[src/hw/vec_pkg.sv]
`default_nettype none

// shared widths, instruction layout and opcode encoding for the vector sequencer
package vec_pkg;

    // element address width, also the width of the vector length
    localparam int rf_addr_width = 8;

    // number of elements in the flat register file
    localparam int rf_depth = 1 << rf_addr_width;

    // one register-file element
    localparam int elem_width = 32;

    // instruction word
    localparam int instr_width = 32;

    // opcode field width
    localparam int op_width = 4;

    // low bit of each instruction field
    // opcode [31:28], vd [27:20], vs1 [19:12], vs2/imm [11:4]
    // bits [3:0] carry nothing
    localparam int op_lsb  = 28;
    localparam int vd_lsb  = 20;
    localparam int vs1_lsb = 12;
    localparam int vs2_lsb = 4;

    // opcode values
    typedef enum logic [op_width-1:0] {
        op_nop        = 4'd0,
        op_vsetivli   = 4'd1,
        op_vle32      = 4'd2,
        op_vse32      = 4'd3,
        op_vmacc      = 4'd4,
        op_vstreamout = 4'd5
    } vec_op_e;

endpackage

`default_nettype wire

[src/hw/vec_op_if.sv]
`timescale 1ns/10ps
`default_nettype none

// decoded operation from the decoder to the sequencer
// everything here follows instr combinationally
interface vec_op_if;

    // one-hot operation flags, all low for nop
    logic is_vsetivli;
    logic is_vle32_v;
    logic is_vse32_v;
    logic is_vmacc_vv;
    logic is_vstreamout;

    // base addresses taken from vs1, vs2 and vd
    logic [vec_pkg::rf_addr_width-1:0] vr_addr1;
    logic [vec_pkg::rf_addr_width-1:0] vr_addr2;
    logic [vec_pkg::rf_addr_width-1:0] vw_addr;

    // vs2 field read as a vector length for vsetivli
    logic [vec_pkg::rf_addr_width-1:0] imm_vl;

    // decoder side
    modport dec (
        output is_vsetivli, is_vle32_v, is_vse32_v, is_vmacc_vv, is_vstreamout,
        output vr_addr1, vr_addr2, vw_addr, imm_vl
    );

    // sequencer side
    modport seq (
        input is_vsetivli, is_vle32_v, is_vse32_v, is_vmacc_vv, is_vstreamout,
        input vr_addr1, vr_addr2, vw_addr, imm_vl
    );

endinterface

`default_nettype wire

[src/hw/vrf_port_if.sv]
`timescale 1ns/10ps
`default_nettype none

// element addresses and write strobe from the sequencer to the register file
interface vrf_port_if;

    // read addresses for the two read ports
    logic [vec_pkg::rf_addr_width-1:0] rd_addr1;
    logic [vec_pkg::rf_addr_width-1:0] rd_addr2;

    // write address and strobe, one element per cycle with wr_en high
    logic [vec_pkg::rf_addr_width-1:0] wr_addr;
    logic                              wr_en;

    // sequencer side
    modport seq (
        output rd_addr1, rd_addr2, wr_addr, wr_en
    );

    // register file side
    modport rf (
        input rd_addr1, rd_addr2, wr_addr, wr_en
    );

endinterface

`default_nettype wire

[src/hw/auto_incr_vect.sv]
`timescale 1ns/10ps
`default_nettype none

// element address sequencer
// one start per new pc holding a vector op, then base plus counter on each side
module auto_incr_vect (
    input  logic                              clk,
    input  logic                              rst,
    vec_op_if.seq                             op,
    input  logic                              load_pc,
    input  logic                              incr_pc,
    input  logic                              stall_rd,
    input  logic                              stall_wr,
    output logic [vec_pkg::rf_addr_width-1:0] vl,
    output logic                              wen_itr,
    output logic                              rd_valid,
    output logic                              done,
    vrf_port_if.seq                           rf
);

    // per-side state, idle until a start, counting until the final step
    typedef enum logic {
        st_idle,
        st_count
    } seq_state_e;

    logic pc_pulse;
    logic armed;
    logic is_vect;
    logic is_rd_op;
    logic is_wr_op;

    // index of the final element, vl of zero is never used
    logic [vec_pkg::rf_addr_width-1:0] last_idx;

    seq_state_e                        rd_state;
    logic [vec_pkg::rf_addr_width-1:0] rd_cnt;
    logic                              rd_active;
    logic                              rd_step;
    logic                              rd_last;

    seq_state_e                        wr_state;
    logic [vec_pkg::rf_addr_width-1:0] wr_cnt;
    logic                              wr_active;
    logic                              wr_step;
    logic                              wr_last;

    assign pc_pulse = load_pc | incr_pc;

    // vsetivli is not a sequenced op, it never starts the counters
    assign is_rd_op = op.is_vse32_v | op.is_vstreamout | op.is_vmacc_vv;
    assign is_wr_op = op.is_vle32_v | op.is_vmacc_vv;
    assign is_vect  = is_rd_op | is_wr_op;

    // vector length register
    always_ff @(posedge clk) begin
        if (rst) begin
            vl <= '0;
        end else if (op.is_vsetivli) begin
            vl <= op.imm_vl;
        end
    end

    assign last_idx = vl - 1'b1;

    // start gate
    // armed by a pc pulse, disarmed by the start it lets through
    // a held instruction after done therefore cannot restart
    always_ff @(posedge clk) begin
        if (rst) begin
            armed <= 1'b0;
        end else if (pc_pulse) begin
            armed <= 1'b1;
        end else if (wen_itr) begin
            armed <= 1'b0;
        end
    end

    assign wen_itr = armed & is_vect;

    // read side
    // active in the start cycle already, so step 0 can go out with wen_itr
    assign rd_active = (rd_state == st_count) | (wen_itr & is_rd_op);
    assign rd_step   = rd_active & ~stall_rd;
    assign rd_last   = rd_step & (rd_cnt == last_idx);

    always_ff @(posedge clk) begin
        if (rst) begin
            rd_state <= st_idle;
            rd_cnt   <= '0;
        end else if (rd_last || done) begin
            // done closes the op on both sides
            rd_state <= st_idle;
            rd_cnt   <= '0;
        end else if (rd_step) begin
            rd_state <= st_count;
            rd_cnt   <= rd_cnt + 1'b1;
        end else if (rd_active) begin
            // stalled start, keep the count at 0 and wait
            rd_state <= st_count;
        end
    end

    // write side, same scheme under stall_wr
    assign wr_active = (wr_state == st_count) | (wen_itr & is_wr_op);
    assign wr_step   = wr_active & ~stall_wr;
    assign wr_last   = wr_step & (wr_cnt == last_idx);

    always_ff @(posedge clk) begin
        if (rst) begin
            wr_state <= st_idle;
            wr_cnt   <= '0;
        end else if (wr_last || done) begin
            wr_state <= st_idle;
            wr_cnt   <= '0;
        end else if (wr_step) begin
            wr_state <= st_count;
            wr_cnt   <= wr_cnt + 1'b1;
        end else if (wr_active) begin
            wr_state <= st_count;
        end
    end

    // strobes, low while the matching side is stalled
    assign rd_valid = rd_step;
    assign rf.wr_en = wr_step;

    // final write step ends ops that write, final read step ends pure reads
    assign done = wr_last | (rd_last & ~op.is_vmacc_vv);

    // vmacc keeps vs1 as a fixed operand, vs2 walks with the read count
    assign rf.rd_addr1 = op.is_vmacc_vv ? op.vr_addr1 : op.vr_addr1 + rd_cnt;
    assign rf.rd_addr2 = op.vr_addr2 + rd_cnt;
    assign rf.wr_addr  = op.vw_addr + wr_cnt;

endmodule

`default_nettype wire

[src/flat_wrapper.sv]
// flat-port wrapper written by rule: the top's interface ports become plain ports
module auto_incr_vect_flat 
  (clk, rst, load_pc, incr_pc, stall_rd, stall_wr, vl, wen_itr, rd_valid, done, op_is_vsetivli, op_is_vle32_v, op_is_vse32_v, op_is_vmacc_vv, op_is_vstreamout, op_vr_addr1, op_vr_addr2, op_vw_addr, op_imm_vl, rf_rd_addr1, rf_rd_addr2, rf_wr_addr, rf_wr_en);
  vec_op_if op_i ();
  vrf_port_if rf_i ();
  input  logic clk;
  input  logic rst;
  input  logic load_pc;
  input  logic incr_pc;
  input  logic stall_rd;
  input  logic stall_wr;
  output logic [vec_pkg::rf_addr_width-1:0] vl;
  output logic wen_itr;
  output logic rd_valid;
  output logic done;
  input wire logic [$bits(op_i.is_vsetivli)-1:0] op_is_vsetivli;
  input wire logic [$bits(op_i.is_vle32_v)-1:0] op_is_vle32_v;
  input wire logic [$bits(op_i.is_vse32_v)-1:0] op_is_vse32_v;
  input wire logic [$bits(op_i.is_vmacc_vv)-1:0] op_is_vmacc_vv;
  input wire logic [$bits(op_i.is_vstreamout)-1:0] op_is_vstreamout;
  input wire logic [$bits(op_i.vr_addr1)-1:0] op_vr_addr1;
  input wire logic [$bits(op_i.vr_addr2)-1:0] op_vr_addr2;
  input wire logic [$bits(op_i.vw_addr)-1:0] op_vw_addr;
  input wire logic [$bits(op_i.imm_vl)-1:0] op_imm_vl;
  output wire logic [$bits(rf_i.rd_addr1)-1:0] rf_rd_addr1;
  output wire logic [$bits(rf_i.rd_addr2)-1:0] rf_rd_addr2;
  output wire logic [$bits(rf_i.wr_addr)-1:0] rf_wr_addr;
  output wire logic [$bits(rf_i.wr_en)-1:0] rf_wr_en;
  assign op_i.is_vsetivli = op_is_vsetivli;
  assign op_i.is_vle32_v = op_is_vle32_v;
  assign op_i.is_vse32_v = op_is_vse32_v;
  assign op_i.is_vmacc_vv = op_is_vmacc_vv;
  assign op_i.is_vstreamout = op_is_vstreamout;
  assign op_i.vr_addr1 = op_vr_addr1;
  assign op_i.vr_addr2 = op_vr_addr2;
  assign op_i.vw_addr = op_vw_addr;
  assign op_i.imm_vl = op_imm_vl;
  assign rf_rd_addr1 = rf_i.rd_addr1;
  assign rf_rd_addr2 = rf_i.rd_addr2;
  assign rf_wr_addr = rf_i.wr_addr;
  assign rf_wr_en = rf_i.wr_en;
  auto_incr_vect u_core (.clk(clk), .rst(rst), .op(op_i), .load_pc(load_pc), .incr_pc(incr_pc), .stall_rd(stall_rd), .stall_wr(stall_wr), .vl(vl), .wen_itr(wen_itr), .rd_valid(rd_valid), .done(done), .rf(rf_i));
endmodule
[config.mk]
export PLATFORM = sky130hd
export DESIGN_NAME = auto_incr_vect_flat
export DESIGN_NICKNAME = d
export VERILOG_FILES = /design/src/hw/vec_pkg.sv /design/src/hw/vec_op_if.sv /design/src/hw/vrf_port_if.sv /design/src/hw/auto_incr_vect.sv /design/src/flat_wrapper.sv
export SDC_FILE = /design/constraint.sdc
export NUM_CORES = 1
export LEC_CHECK = 0
export ABC_AREA = 1
export BUFFER_PORTS_ARGS = -buffer_cell sky130_fd_sc_hd__clkbuf_2
export CAP_MARGIN = 40
export CORE_ASPECT_RATIO = 1.25
export CORE_MARGIN = 3
export CORE_UTILIZATION = 54
export CTS_BUF_LIST = sky130_fd_sc_hd__clkbuf_4
export CTS_CLUSTER_DIAMETER = 100
export DETAILED_ROUTE_END_ITERATION = 10
export PLACE_DENSITY = 0.83
export SKIP_CTS_REPAIR_TIMING = 1
export SYNTH_ARGS = -nofsm -noshare
export SYNTH_HDL_FRONTEND = slang
export SYNTH_SLANG_ARGS = --single-unit
export TNS_END_PERCENT = 10
[constraint.sdc]
create_clock -name clk -period 2.25 [get_ports clk]
set_input_delay 0 -clock clk [delete_from_list [all_inputs] [get_ports clk]]
set_output_delay 0 -clock clk [all_outputs]
set_load 0.05 [all_outputs]
==> impl_metrics.toml <==
[floorplan]
dieWidth_microns = 67.8
start_util_pct = 57.3
fp.coreArea_sq_um = 4490
die_h_microns = 83.2
num_rows = 27
pin_count = 79
die_area_sq_um = 5640

[place]
gp_congestion = 0.909
dp_hpwl_mm = 5.50
post-place-ws_ns = 0.132
port_buffers = 78
dp_cells = 533

[timing]
setup_ws_ns = 0.0997
finalHoldWorstSlack_ns = -0.0367
maxSlewViolCount = 0
fin_crit_ns = 2.15
relSlewSlack_pct = 71.3
setup_viol = 0
worst_pin_slew_ns = 0.430
setup-tns-final_ns = 0
fin_skew_ns = 0.00679
max_freq_mhz = 465
rsz0062_at_grt = "yes"
period_share_pct = 95.6
hold_viol = 4

[global_route]
grt.overflow.total = 0
grt_pass1_wl_mm = 11.0
track_usage_pct = 23.9
first_global_vias = 2703
grt_max_degree = 17
antenna_found_initial = 0

[power]
p_int_mw = 0.777
p_switching_mw = 0.615
peakVddDrop_mv = 0.337
seqPwrFrac_pct = 37.9
clock_power_share_pct = 16.1
p_leak_nw = 1.71
switching_share_pct = 44.2
p_per_area_nw_per_um2 = 422
power_frac_comb_pct = 45.9

[synth]
syn_area_sq_um = 2570
yosysSeqAreaShare_pct = 21.0
synth_xor_area_share_pct = 10.2
synth_top_family_by_area = "simple AND/OR/NAND/NOR gates"
ys_seq_elements = 27
synthSimpleGateAreaFrac_pct = 34.5
synth_cell_types = 25
synth_cells = 399
synth_compound_area_share_pct = 10.1
yosys_warnings = 0
syn-mean-instance-area_sq_um = 6.45
synth_fp_nets = 469
synth_mux_area_share_pct = 0
synthAdderAreaFrac_pct = 14.0

[setup_path]
cpLargestDelayFamily = "adder cells"
required_ns = 2.25
critPathKind = "reg -> out"
path_buf_inv = 2
cpMostUsedCell = "nor2_1"
max_stage_delay_ns = 0.41
rr_startpoint = "u_core.vl[0]$_SDFFE_PP0P_"
crit_path_cell_trace = "ha_1 > inv_1 > fa_1 > o21ai_2 > a21oi_1 > nor2_1 > nor2_1 > xnor2_1 > buf_4"
endpoint_kind = "output pin"
worst-r2r-cell-count = 12
cp_slowest_cell = "dfxtp_4"
cp_max_fo = 5
r2r_slack_ns = 0.32
crit_arrival_ns = 2.15
crit_path_start_kind = "flip-flop"
r2r-end = "u_core.rd_cnt[2]$_SDFFE_PP0P_"

[cells_and_area]
utilization_pct = 73.4
mostFrequentLayoutCells = "nand2_1, clkbuf_2, inv_1"
layout_commonest_cell = "nand2_1"
fin_cells = 548
n_antenna_cell = 0
syn_to_final_growth_pct = 28.0
drive_gt1_share_pct = 28.0
nets = 561

[routing]
ant_nets = 0
vias_per_cell = 5.18
wl_per_cell_microns = 12.6
drtPass1Iterations = 4
route.vias.total = 2839
wirelength_mm = 6.91
drt_iter0_markers = 141
route.detailed.drc = 0

[job]
max_cap_violations = 0

[outcome]
violations = "hold timing"
status = "finished with violations"

[clocking]
cts.clk_slew.worst_paths_ns = 0.15
cts.sinks = 27
ctsLongestPathBuffers = 2
cts_root_buf = "clkbuf_4"
cts_tree = "built"
clkLatencyLatePin_ns = 0.32
cts_buffers = 3
h-tree-depth = 1

[hold_path]
hold_class = "in -> reg"
min_to = "u_core.vl[5]$_SDFFE_PP0P_"
hp-start = "op_imm_vl[5]"
hold_depth = 3
## per-layer routing
layer / vias to the layer above / global-route usage [%] / part of all wire (%)
li1: 1459 / - / -
met1: 1263 / 26.6 / 39
met2: 105 / 45.4 / 54
met3: 12 / 2.30 / 5.2
met4: 0 / 6.83 / 1.7
met5: - / 0 / 0
## cells by family after synthesis
logic type	count (synthesis)
DFF	27
adders and majority gates	27
AOI/OAI and AO/OA	51
xor gates and xnor gates	30
buffers and inverters	70
and+or+nand+nor	194
## worst reg2reg max path, stage by stage, from the launching register on
cell	delay (ns)
dfxtp_2	0.40
inv_4	0.07
ha_4	0.27
inv_1	0.05
nand2_1	0.06
nand4_1	0.09
nor2_1	0.12
nand3_1	0.08
nor2_1	0.16
nand3_2	0.15
buf_4	0.17
nand4_4	0.14
nor2_1	0.07
## power groups by stage
stage	combinational (mW)	sequential, mW	clock [mW]
floorplan	0.418	0.563	0
global placement	0.584	0.534	0
detailed placement	0.596	0.536	0
CTS	0.599	0.525	0.226
global route	0.704	0.532	0.246
finish	0.640	0.528	0.225
## cell usage after synthesis
library cell  number  area share (%)
nor2_1            43             6.3
nand4_1            6             1.5
o21ai_0           21             4.1
nand2_2            4            0.97
nand3b_1           5             1.5
nand3_1           33             6.4
nand2_1           87              13
xnor2_1            6             2.0
inv_2              3            0.44
nor2_2             7             1.7
ha_1              24              12
a21oi_1           28             5.4
inv_1             64             9.3
o211ai_1           2            0.58
nor3_1             3            0.58
nand3_4            1            0.68
nand4_4            1            0.83
fa_1               3             2.3
or2_2              1            0.24
nand3_2            2            0.78
dfxtp_1           27              21
clkbuf_1           2            0.29
xor2_1            24             8.2
nor2_4             1            0.44
buf_1              1            0.15
## registers in the layout, indices dropped and copies added (netlist names)
register,cells
u_core.armed,1
u_core.rd_cnt,8
u_core.rd_state,1
u_core.vl,8
u_core.wr_cnt,8
u_core.wr_state,1
## worst max-delay path by stage
stage | startpoint | to | slack, ns | cells after the start
after floorplan | u_core.rd_cnt[0]$_SDFFE_PP0P_ | rf_rd_addr1[4] | -0.05 | 8
after global placement | u_core.rd_cnt[0]$_SDFFE_PP0P_ | rf_rd_addr2[6] | 0.22 | 9
after detailed placement | u_core.rd_cnt[0]$_SDFFE_PP0P_ | rf_rd_addr2[6] | 0.13 | 9
after CTS | u_core.rd_cnt[0]$_SDFFE_PP0P_ | rf_rd_addr2[6] | -0.24 | 9
after global routing | u_core.rd_cnt[0]$_SDFFE_PP0P_ | rf_rd_addr2[6] | -0.04 | 9
final | u_core.rd_cnt[0]$_SDFFE_PP0P_ | rf_rd_addr2[6] | 0.1 | 9
## layout make-up
| cell class | count | area (sq um) |
|---|---|---|
| Multi-Input combinational cell | 302 | 1860 |
| Fill cell | 387 | 1200 |
| Sequential cell | 27 | 563 |
| Timing Repair Buffer | 90 | 509 |
| Inverter | 67 | 258 |
| Tap cell | 58 | 72.6 |
| Clock buffer | 4 | 30.0 |
## metrics by stage
stage / cell area (sq um) / power, mW
2_1_floorplan: 2570 / 0.982
3_3_place_gp: 3030 / 1.12
3_5_place_dp: 3030 / 1.13
4_1_cts: 3060 / 1.35
5_1_grt: 3300 / 1.48
6_report: 3300 / 1.39
Note: power is estimated with default switching activity, not from simulation.
